===== config.mk =====
export PLATFORM = sky130hd
export DESIGN_NAME = game_top
export DESIGN_NICKNAME = d
export VERILOG_FILES = /design/src/game_pkg.sv /design/src/level_select.sv /design/src/player_motion.sv /design/src/menu_pixel_addr.sv /design/src/game_top.sv
export SDC_FILE = /design/constraint.sdc
export NUM_CORES = 1
export LEC_CHECK = 0
export ABC_CLOCK_PERIOD_IN_PS = 3000
export BUFFER_PORTS_ARGS = -buffer_cell sky130_fd_sc_hd__clkbuf_2
export CORE_MARGIN = 2
export CORE_UTILIZATION = 55
export CTS_BUF_LIST = sky130_fd_sc_hd__clkbuf_16
export DETAILED_ROUTE_END_ITERATION = 16
export PLACE_DENSITY = 0.74
export SYNTH_ARGS = -nofsm -noshare
export SYNTH_HDL_FRONTEND = slang
export SYNTH_SLANG_ARGS = --single-unit

===== constraint.sdc =====
create_clock -name clk -period 3 [get_ports clk]
set_clock_uncertainty 0.2 [all_clocks]
set_input_delay 0.3 -clock clk [delete_from_list [all_inputs] [get_ports clk]]
set_output_delay 0.3 -clock clk [all_outputs]
set_load 0.005 [all_outputs]

===== src/game_pkg.sv =====
`default_nettype none

package game_pkg;

    // key vector layout, player 2 in the low nibble
    localparam int KEY_W        = 10;
    localparam int KEY_P2_UP    = 0;
    localparam int KEY_P2_LEFT  = 1;
    localparam int KEY_P2_DOWN  = 2;
    localparam int KEY_P2_RIGHT = 3;
    localparam int KEY_P1_UP    = 4;
    localparam int KEY_P1_LEFT  = 5;
    localparam int KEY_P1_DOWN  = 6;
    localparam int KEY_P1_RIGHT = 7;
    localparam int KEY_START    = 8;
    localparam int KEY_ESCAPE   = 9;

    typedef logic [2:0] level_t;

    localparam level_t LEVEL_MIN = 3'd1;
    localparam level_t LEVEL_MAX = 3'd5;

    typedef enum logic [3:0] {
        POSE_STILL = 4'd6,
        POSE_RIGHT = 4'd7,
        POSE_LEFT  = 4'd8,
        POSE_UP    = 4'd9
    } pose_t;

    typedef enum logic [1:0] {
        JUMP_GROUND = 2'd0,
        JUMP_RISE   = 2'd1,
        JUMP_FALL   = 2'd2
    } jump_phase_t;

    // jump timing, shortened for simulation
    localparam int JUMP_CNT_W = 8;
    typedef logic [JUMP_CNT_W-1:0] jump_cnt_t;

    localparam jump_cnt_t JUMP_RISE_LIMIT = 8'd12;
    localparam jump_cnt_t JUMP_FALL_LIMIT = 8'd40;

    // menu geometry in half-resolution pixels
    localparam int VGA_W        = 10;
    localparam int PIX_ADDR_W   = 17;
    localparam int FB_WIDTH     = 320;
    localparam int ROW_TOP      = 40;
    localparam int ROW_PITCH    = 40;
    localparam int ROW_HEIGHT   = 25;
    localparam int ICON_H_START = 150;
    localparam int ICON_H_END   = 170;
    localparam int SEL_H_START  = 148;
    localparam int SEL_H_BASE   = 127;

endpackage

`default_nettype wire


===== src/level_select.sv =====
`timescale 1ns/100ps
`default_nettype none

module level_select (
    input  logic                      clk,
    input  logic                      rst,
    input  logic [game_pkg::KEY_W-1:0] key_down,
    input  logic                      been_ready,
    output game_pkg::level_t          level,
    output logic                      playing,
    output logic                      show_cover
);
    import game_pkg::*;

    // one action per press, re-armed once every key is up
    logic armed;

    logic key_inc;
    logic key_dec;
    logic key_start;
    logic key_leave;

    assign key_inc   = key_down[KEY_P2_UP] || key_down[KEY_P1_UP];
    assign key_dec   = key_down[KEY_P2_DOWN] || key_down[KEY_P1_DOWN];
    assign key_start = key_down[KEY_START];
    assign key_leave = key_down[KEY_START] || key_down[KEY_ESCAPE];

    always_ff @(posedge clk or posedge rst) begin
        if (rst) begin
            level      <= LEVEL_MIN;
            playing    <= 1'b0;
            show_cover <= 1'b1;
            armed      <= 1'b1;
        end else if (!playing) begin
            if (key_down == '0) begin
                armed <= 1'b1;
            end else if (armed) begin
                if (key_inc) begin
                    if (level < LEVEL_MAX) begin
                        level <= level + 3'd1;
                    end
                    armed <= 1'b0;
                end else if (key_dec) begin
                    if (level > LEVEL_MIN) begin
                        level <= level - 3'd1;
                    end
                    armed <= 1'b0;
                end else if (key_start) begin
                    // first start only drops the title screen
                    if (show_cover) begin
                        show_cover <= 1'b0;
                    end else begin
                        playing <= 1'b1;
                    end
                    armed <= 1'b0;
                end
            end
        end else begin
            if (key_leave && been_ready) begin
                playing <= 1'b0;
            end
        end
    end

endmodule

`default_nettype wire


===== src/player_motion.sv =====
`timescale 1ns/100ps
`default_nettype none

module player_motion (
    input  logic                  clk,
    input  logic                  rst,
    input  logic                  playing,
    input  logic                  key_up,
    input  logic                  key_left,
    input  logic                  key_down_dir,
    input  logic                  key_right,
    input  logic                  collision,
    input  logic                  land,
    input  logic                  should_down,
    output game_pkg::pose_t       pose,
    output game_pkg::jump_phase_t phase
);
    import game_pkg::*;

    jump_cnt_t   cnt;

    pose_t       pose_n;
    jump_phase_t phase_n;
    jump_cnt_t   cnt_n;

    // results of a fall step and of a full jump step
    jump_phase_t fall_phase;
    jump_cnt_t   fall_cnt;
    jump_phase_t jump_phase;
    jump_cnt_t   jump_cnt;

    logic no_dir;
    logic up_only;
    logic go_left;
    logic go_right;
    logic airborne;

    assign no_dir   = !key_up && !key_left && !key_down_dir && !key_right;
    assign up_only  = key_up && !key_left && !key_down_dir && !key_right;
    assign go_left  = (key_left || key_up) && !key_right;
    assign go_right = (key_right || key_up) && !key_left;
    assign airborne = (phase != JUMP_GROUND);

    always_comb begin
        if (cnt < JUMP_FALL_LIMIT && !land) begin
            fall_phase = JUMP_FALL;
            fall_cnt   = cnt + 1'b1;
        end else begin
            fall_phase = JUMP_GROUND;
            fall_cnt   = '0;
        end
    end

    always_comb begin
        // keep rising until the limit or a hit from above
        if (phase != JUMP_FALL && cnt < JUMP_RISE_LIMIT && !collision) begin
            jump_phase = JUMP_RISE;
            jump_cnt   = cnt + 1'b1;
        end else begin
            jump_phase = fall_phase;
            jump_cnt   = fall_cnt;
        end
    end

    always_comb begin
        pose_n  = pose;
        phase_n = phase;
        cnt_n   = cnt;
        if (!playing) begin
            pose_n  = POSE_STILL;
            phase_n = JUMP_GROUND;
            cnt_n   = '0;
        end else if (no_dir) begin
            if (!airborne) begin
                pose_n  = POSE_STILL;
                phase_n = JUMP_GROUND;
                cnt_n   = '0;
            end else begin
                phase_n = jump_phase;
                cnt_n   = jump_cnt;
            end
        end else if (up_only) begin
            pose_n  = POSE_UP;
            phase_n = jump_phase;
            cnt_n   = jump_cnt;
        end else if (go_left || go_right) begin
            pose_n = go_left ? POSE_LEFT : POSE_RIGHT;
            if ((key_up || airborne) && !should_down) begin
                phase_n = jump_phase;
                cnt_n   = jump_cnt;
            end else if (should_down) begin
                phase_n = fall_phase;
                cnt_n   = fall_cnt;
            end else begin
                // walking on ground, counter left as is
                phase_n = JUMP_GROUND;
            end
        end else if (airborne) begin
            phase_n = jump_phase;
            cnt_n   = jump_cnt;
        end
    end

    always_ff @(posedge clk or posedge rst) begin
        if (rst) begin
            pose  <= POSE_STILL;
            phase <= JUMP_GROUND;
            cnt   <= '0;
        end else begin
            pose  <= pose_n;
            phase <= phase_n;
            cnt   <= cnt_n;
        end
    end

endmodule

`default_nettype wire


===== src/menu_pixel_addr.sv =====
`timescale 1ns/100ps
`default_nettype none

module menu_pixel_addr (
    input  logic                            clk,
    input  logic                            rst,
    input  game_pkg::level_t                level,
    input  logic                            playing,
    input  logic                            show_cover,
    input  logic [game_pkg::VGA_W-1:0]      vga_h,
    input  logic [game_pkg::VGA_W-1:0]      vga_v,
    output logic [game_pkg::PIX_ADDR_W-1:0] pixel_addr
);
    import game_pkg::*;

    logic [VGA_W-1:0]      h_half;
    logic [VGA_W-1:0]      v_half;
    logic [PIX_ADDR_W-1:0] addr_next;

    // framebuffer is 320x240, half of the VGA raster
    assign h_half = vga_h >> 1;
    assign v_half = vga_v >> 1;

    function automatic int row_top_of(input int k);
        return ROW_TOP + ROW_PITCH * k;
    endfunction

    always_comb begin
        addr_next = '0;
        for (int k = 0; k < int'(LEVEL_MAX); k++) begin
            if (v_half >= row_top_of(k) && v_half < row_top_of(k) + ROW_HEIGHT) begin
                if (level == level_t'(k + 1)) begin
                    // selected row also shows the marker left of the icon
                    if (h_half >= SEL_H_START && h_half < ICON_H_END) begin
                        addr_next = PIX_ADDR_W'(h_half - SEL_H_BASE)
                            + PIX_ADDR_W'((v_half - (row_top_of(k) - 1)) * FB_WIDTH);
                    end
                end else if (h_half >= ICON_H_START && h_half < ICON_H_END) begin
                    addr_next = PIX_ADDR_W'(h_half - ICON_H_START)
                        + PIX_ADDR_W'((v_half - (row_top_of(k) - 1)) * FB_WIDTH);
                end
            end
        end
        if (playing || show_cover) begin
            addr_next = '0;
        end
    end

    always_ff @(posedge clk or posedge rst) begin
        if (rst) begin
            pixel_addr <= '0;
        end else begin
            pixel_addr <= addr_next;
        end
    end

endmodule

`default_nettype wire


===== src/game_top.sv =====
`timescale 1ns/100ps
`default_nettype none

module game_top (
    input  logic                            clk,
    input  logic                            rst,
    input  logic [game_pkg::KEY_W-1:0]      key_down,
    input  logic                            been_ready,
    input  logic [game_pkg::VGA_W-1:0]      vga_h,
    input  logic [game_pkg::VGA_W-1:0]      vga_v,
    input  logic                            p1_collision,
    input  logic                            p1_land,
    input  logic                            p1_should_down,
    input  logic                            p2_collision,
    input  logic                            p2_land,
    input  logic                            p2_should_down,
    output game_pkg::level_t                level,
    output logic                            playing,
    output logic                            show_cover,
    output game_pkg::pose_t                 p1_pose,
    output game_pkg::jump_phase_t           p1_phase,
    output game_pkg::pose_t                 p2_pose,
    output game_pkg::jump_phase_t           p2_phase,
    output logic [game_pkg::PIX_ADDR_W-1:0] pixel_addr
);
    import game_pkg::*;

    level_select level_select_i (
        .clk        (clk),
        .rst        (rst),
        .key_down   (key_down),
        .been_ready (been_ready),
        .level      (level),
        .playing    (playing),
        .show_cover (show_cover)
    );

    // player 1 on the upper key nibble
    player_motion p1_motion_i (
        .clk          (clk),
        .rst          (rst),
        .playing      (playing),
        .key_up       (key_down[KEY_P1_UP]),
        .key_left     (key_down[KEY_P1_LEFT]),
        .key_down_dir (key_down[KEY_P1_DOWN]),
        .key_right    (key_down[KEY_P1_RIGHT]),
        .collision    (p1_collision),
        .land         (p1_land),
        .should_down  (p1_should_down),
        .pose         (p1_pose),
        .phase        (p1_phase)
    );

    player_motion p2_motion_i (
        .clk          (clk),
        .rst          (rst),
        .playing      (playing),
        .key_up       (key_down[KEY_P2_UP]),
        .key_left     (key_down[KEY_P2_LEFT]),
        .key_down_dir (key_down[KEY_P2_DOWN]),
        .key_right    (key_down[KEY_P2_RIGHT]),
        .collision    (p2_collision),
        .land         (p2_land),
        .should_down  (p2_should_down),
        .pose         (p2_pose),
        .phase        (p2_phase)
    );

    menu_pixel_addr menu_pixel_addr_i (
        .clk        (clk),
        .rst        (rst),
        .level      (level),
        .playing    (playing),
        .show_cover (show_cover),
        .vga_h      (vga_h),
        .vga_v      (vga_v),
        .pixel_addr (pixel_addr)
    );

endmodule

`default_nettype wire


==> impl.org <==
** Finish
- The sequential cells in the finished layout cover a total of 1232 um2.
- Final layout net count :: 1912
- Synth-to-Final Area Change :: 45.84%
- The repair_antennas step left the layout with diodes totalling 0.
- Once layout is complete, the utilization of the core stands at 0.8265.
- Ratio of cells with drive above 1 in the final layout :: 0.3709
- Area used by multi-input combinational logic :: 9164 um2
- The filler cells instantiated in the layout total 1119.

** Setup path
- Critical path data required time :: 3.00 ns
- Buf+Inv Stages, Crit Path :: 6
- On the critical path the largest part of the delay comes from compound AO/OA/AOI/OAI gates.
- In this run the worst path has a maximum fanout of 3.
- Most used cell, CP :: buf_4
- CP peak stage delay :: 0.28 ns
- Sort of element at the end of the critical path :: flip-flop
- At the worst endpoint, the arrival time is 4.46 ns.
- The slowest stage of the critical path belongs to the cell a221oi_1.
- By startpoint and endpoint, the worst setup path is classified as primary input to flip-flop.
- Element type at the critical path start :: primary input

** Drt
- The detailed router finished its first iteration with 1474 violations.
- Wirelength per Cell :: 20.42 um
- Final routed DRC violation total :: 0
- The routed design has between 30 and 40 mm of wire.
- The first detailed-routing pass took 7 iterations.
- For this block, the via count after detailed routing is 12520.
- Final antenna-violating net count :: 0
- Detail-routed via count per cell :: 6.411

** Place
- Input and output buffers added on the ports amount to 70.
- Routability-driven placement congestion ratio :: 1.075
- Once detailed placement completed, the half-perimeter wirelength came to 28.70 mm.
- Prior to clock tree synthesis, the placed netlist has a worst setup slack of -1.723 ns.

** Synthesis
- The share of synthesized area in the top cell type comes to 0.1775.
- Synthesis produced a netlist with a net count of ~1500.
- In this run, synthesis produced a sequential element count of 49.
- The most used flip-flop cell after synthesis is dfrtp_1.
- Yosys mapped a number of flops with a built-in enable equal to 0.
- Leading post-synthesis cells by cell area :: ha_1, dfrtp_1, xnor2_1, a21oi_1, xor2_1
- Synthesized netlist cell count :: 1331
- Distinct cells, synth :: between 70 and 80
- Avg Cell Area, Syn :: roughly 7.4 um2
- Total of warnings raised by yosys :: 0
- Fraction of registers with async set or reset after synthesis :: 1.000
- Register area share after synthesis :: 0.1249
- The synthesized design spends more area on one cell type than any other, namely ha_1.
- Summing every instance area after synthesis gives 9871 um2.

** STA
- Final critical-path required period :: 4.460 ns
- Unrepaired setup endpoints after global routing :: true
- Slew @ Worst Pin :: a little over 1 ns
- Final Hold Vio Count :: 0
- Number of pins with negative max-slew slack in the final report :: 0
- Worst slack on hold paths :: 0.03125 ns
- Peak clock frequency supported by timing :: 224.2 MHz
- In the finished design, the share of the clock period the worst path needs comes to 1.487.
- Total setup violations reported at the end of the flow :: 9
- Sum Neg Setup Slack :: -8.296 ns
- Setup slack after layout :: -1.460 ns
- The worst pin sits at a relative slew slack of 0.3090.

** Power
- Clock network fraction of design power :: 0.075
- Across the VDD grid, the largest voltage drop is 0.0003996 V.
- Internal power comes to between 4 and 5 mW.
- The design draws 7.712 mW.
- The share of total power dissipated in combinational logic is 0.839.
- Sequential Power Share :: 0.087
- Of the total power, the share spent switching nets is 0.4564.
- Summed over all cells, the static leakage comes to between 6 and 7 nW.
- P per Cell Area :: between 500 and 600 nW/um2
- Summed over all nets, the switching power comes to 3.520 mW.

** Global routing
- The first global-routing pass estimated 59.06 mm of wire.
- The number of global-route vias before repair was 11790.
- In the global route stage, overall resource usage came out at 0.3915.
- Initial antenna violation count :: 1
- Largest net degree at the start of global routing :: 50
- Summed over all layers, the global routing overflow is 0.

** Floorplanning
- The floorplan has 48 rows.
- I/O Pins :: between 70 and 80
- Initial core utilization :: 0.5667
- The die is 138.0 um wide.
- The die is 138.0 um tall.
- After floorplanning, the core was sized to cover 17420 um2.
- Area of the die :: 19030 um2

** Clocking
- Insertion delay of the later-clocked pin in the worst-skew pair :: 0.30 ns
- In this run, CTS created clock tree buffers numbering 5.
- The H-tree was split into 2 levels.
- Root buffer selected by CTS :: clkbuf_16
- After clock tree synthesis, the clock-pin slew on the worst setup and hold paths is 0.07 ns.
- Number of buffers on the longest clock path :: 2
- Clock tree from TritonCTS :: yes
- Number of clock sinks seen by CTS :: 49

** Outcome
- Violations in the final reports :: setup timing
- The flow ran to the end, but the final reports show violations.

** Worst hold path
- Hold WC Path Type :: primary input to asynchronous set/reset pin

** Flow run
- Count of max-cap constraint violations :: 0
## synth_stat cells, types with 4 or more instances
cell      instances
a211o_1           4
o21ai_1          18
buf_2            16
xor2_1           60
o31ai_1          14
nand4_1           4
nor2b_1          20
nor3_1           30
a221oi_1          6
or2_2             8
dfrtp_1          44
o22ai_1          39
a22oi_1          20
nor2_1          107
ha_1            140
a41oi_1           6
o21a_1           13
o21bai_1         11
o41ai_1           4
and3_1           11
clkbuf_1         43
nand2b_1         16
nor3b_1           4
o211ai_1          7
or3_1             7
nor4_1            7
a21oi_2           4
fa_1              6
o21ai_0          93
a21oi_1         115
nand3_1          35
xnor2_1          97
inv_1            56
dfstp_2           5
a21o_1           31
o221ai_1         11
a211oi_1          8
and2_1           11
nor4b_1           4
a31oi_1          27
nand2_1         114
## power by group through the flow
stage	registers, mW	logic [mW]	clock network [mW]
after detailed placement	0.681	5.37	0
after CTS	0.669	5.82	0.569
after floorplan	0.681	3.11	0
after global placement	0.681	5.21	0
final	0.669	6.47	0.576
after global routing	0.670	6.82	0.594
## registers in the layout, indices dropped and copies added, names as in the netlist, 2 cells and up
| name | count |
|---|---|
| p2_motion_i.phase | 2 |
| p1_motion_i.phase | 2 |
| p1_motion_i.cnt | 8 |
| p1_motion_i.pose | 3 |
| p2_motion_i.pose | 3 |
| level_select_i.level | 3 |
| p2_motion_i.cnt | 8 |
| menu_pixel_addr_i.pixel_addr | 17 |
## what timing repair did
action / CTS / global route
setup buffers: 17 / 3
pin swaps: 68 / 27
endpoints found under the setup margin: 9 / 11
hold endpoints to repair: 0 / 0
hold buffers: 0 / 0
resized for setup: 93 / 73
## cells by family after synthesis
logic type                 Yosys count  share of synthesized area
adders and majority gates          146                     0.1896
buffers and inverters              121                    0.04956
AOI/OAI and AO/OA                  468                     0.3060
muxes                                2                   0.002535
and+or+nand+nor                    385                     0.1825
DFF                                 49                     0.1249
xor gates and xnor gates           160                     0.1449
## final timing paths
| check | from | end | slack, ns | cells after the start |
|---|---|---|---|---|
| hold reg to reg | level_select_i.show_cover | level_select_i.show_cover | 0.29 | 1 |
| max in group asynchronous | rst | menu_pixel_addr_i.pixel_addr[16] | 1.93 | 2 |
| min in group clk | key_down[9] | level_select_i.armed | 0.05 | 4 |
| setup reg to reg | level_select_i.level[0] | menu_pixel_addr_i.pixel_addr[14] | 0.10 | 9 |
| setup / recovery | vga_v[1] | menu_pixel_addr_i.pixel_addr[15] | -1.46 | 26 |
| hold / removal | rst | p2_motion_i.cnt[6] | 0.03 | 2 |
## layout make-up
class / instances / area share
clock buffers: 5 / 0.008692
well taps: 225 / 0.01956
repair buffers: 453 / 0.2327
clock inverters: 3 / 0.001565
inverters: 57 / 0.01530
multi-input cells: 1161 / 0.6366
flip-flops and latches: 49 / 0.08561
## metal layers
layer | GRT usage | routed length (um) | share of wire
met5 | 0 | 0 | 0
met4 | 0.2024 | 2850 | 0.071
met3 | 0.06835 | 3327 | 0.083
met2 | 0.6678 | 18830 | 0.47
met1 | 0.4706 | 14880 | 0.37
## placed cells by master (no fill, tap or decap), types with 6 or more instances in the layout
cell type and n:
nor2b_1 16, clkbuf_2 66, a21oi_2 25, inv_1 46, a211oi_1 6, o21ai_1 33, o21bai_1 10, xnor2_2 17
nor4_1 6, o22ai_1 37, xnor2_1 79, or2_2 7, a21o_1 29, nand2_1 108, xor2_2 13, a22oi_1 16
ha_1 112, o211ai_1 7, a21oi_1 90, dfrtp_1 44, nand2b_1 16, o21a_1 13, a31oi_1 26, inv_2 9
ha_4 25, nand3_1 34, o31ai_1 11, buf_12 6, o221ai_1 10, buf_6 7, and2_1 10, o21ai_0 76
nand2_2 6, nor2_1 101, and3_1 8, nor3_1 28, xor2_1 46, buf_4 370
## stage by stage
| step | instances | instance area, um2 |
|---|---|---|
| 5_1_grt | 1953 | 14400 |
| 3_5_place_dp | 1926 | 13190 |
| 2_1_floorplan | 1331 | 10060 |
| 4_1_cts | 1951 | 14000 |
| 6_report | 1953 | 14400 |
| 3_3_place_gp | 1926 | 13190 |
## worst reg2reg max path, cell delays in order, from the launching register on
cell      delay [ns]
dfstp_2         0.41
inv_1           0.12
ha_1            0.17
nor2b_1         0.82
nand2_1         0.27
o32ai_2         0.27
a31oi_1         0.09
o211ai_1        0.22
a222oi_1        0.10
nor2_1          0.15
No activity file was read; power rests on OpenSTA's default activity.
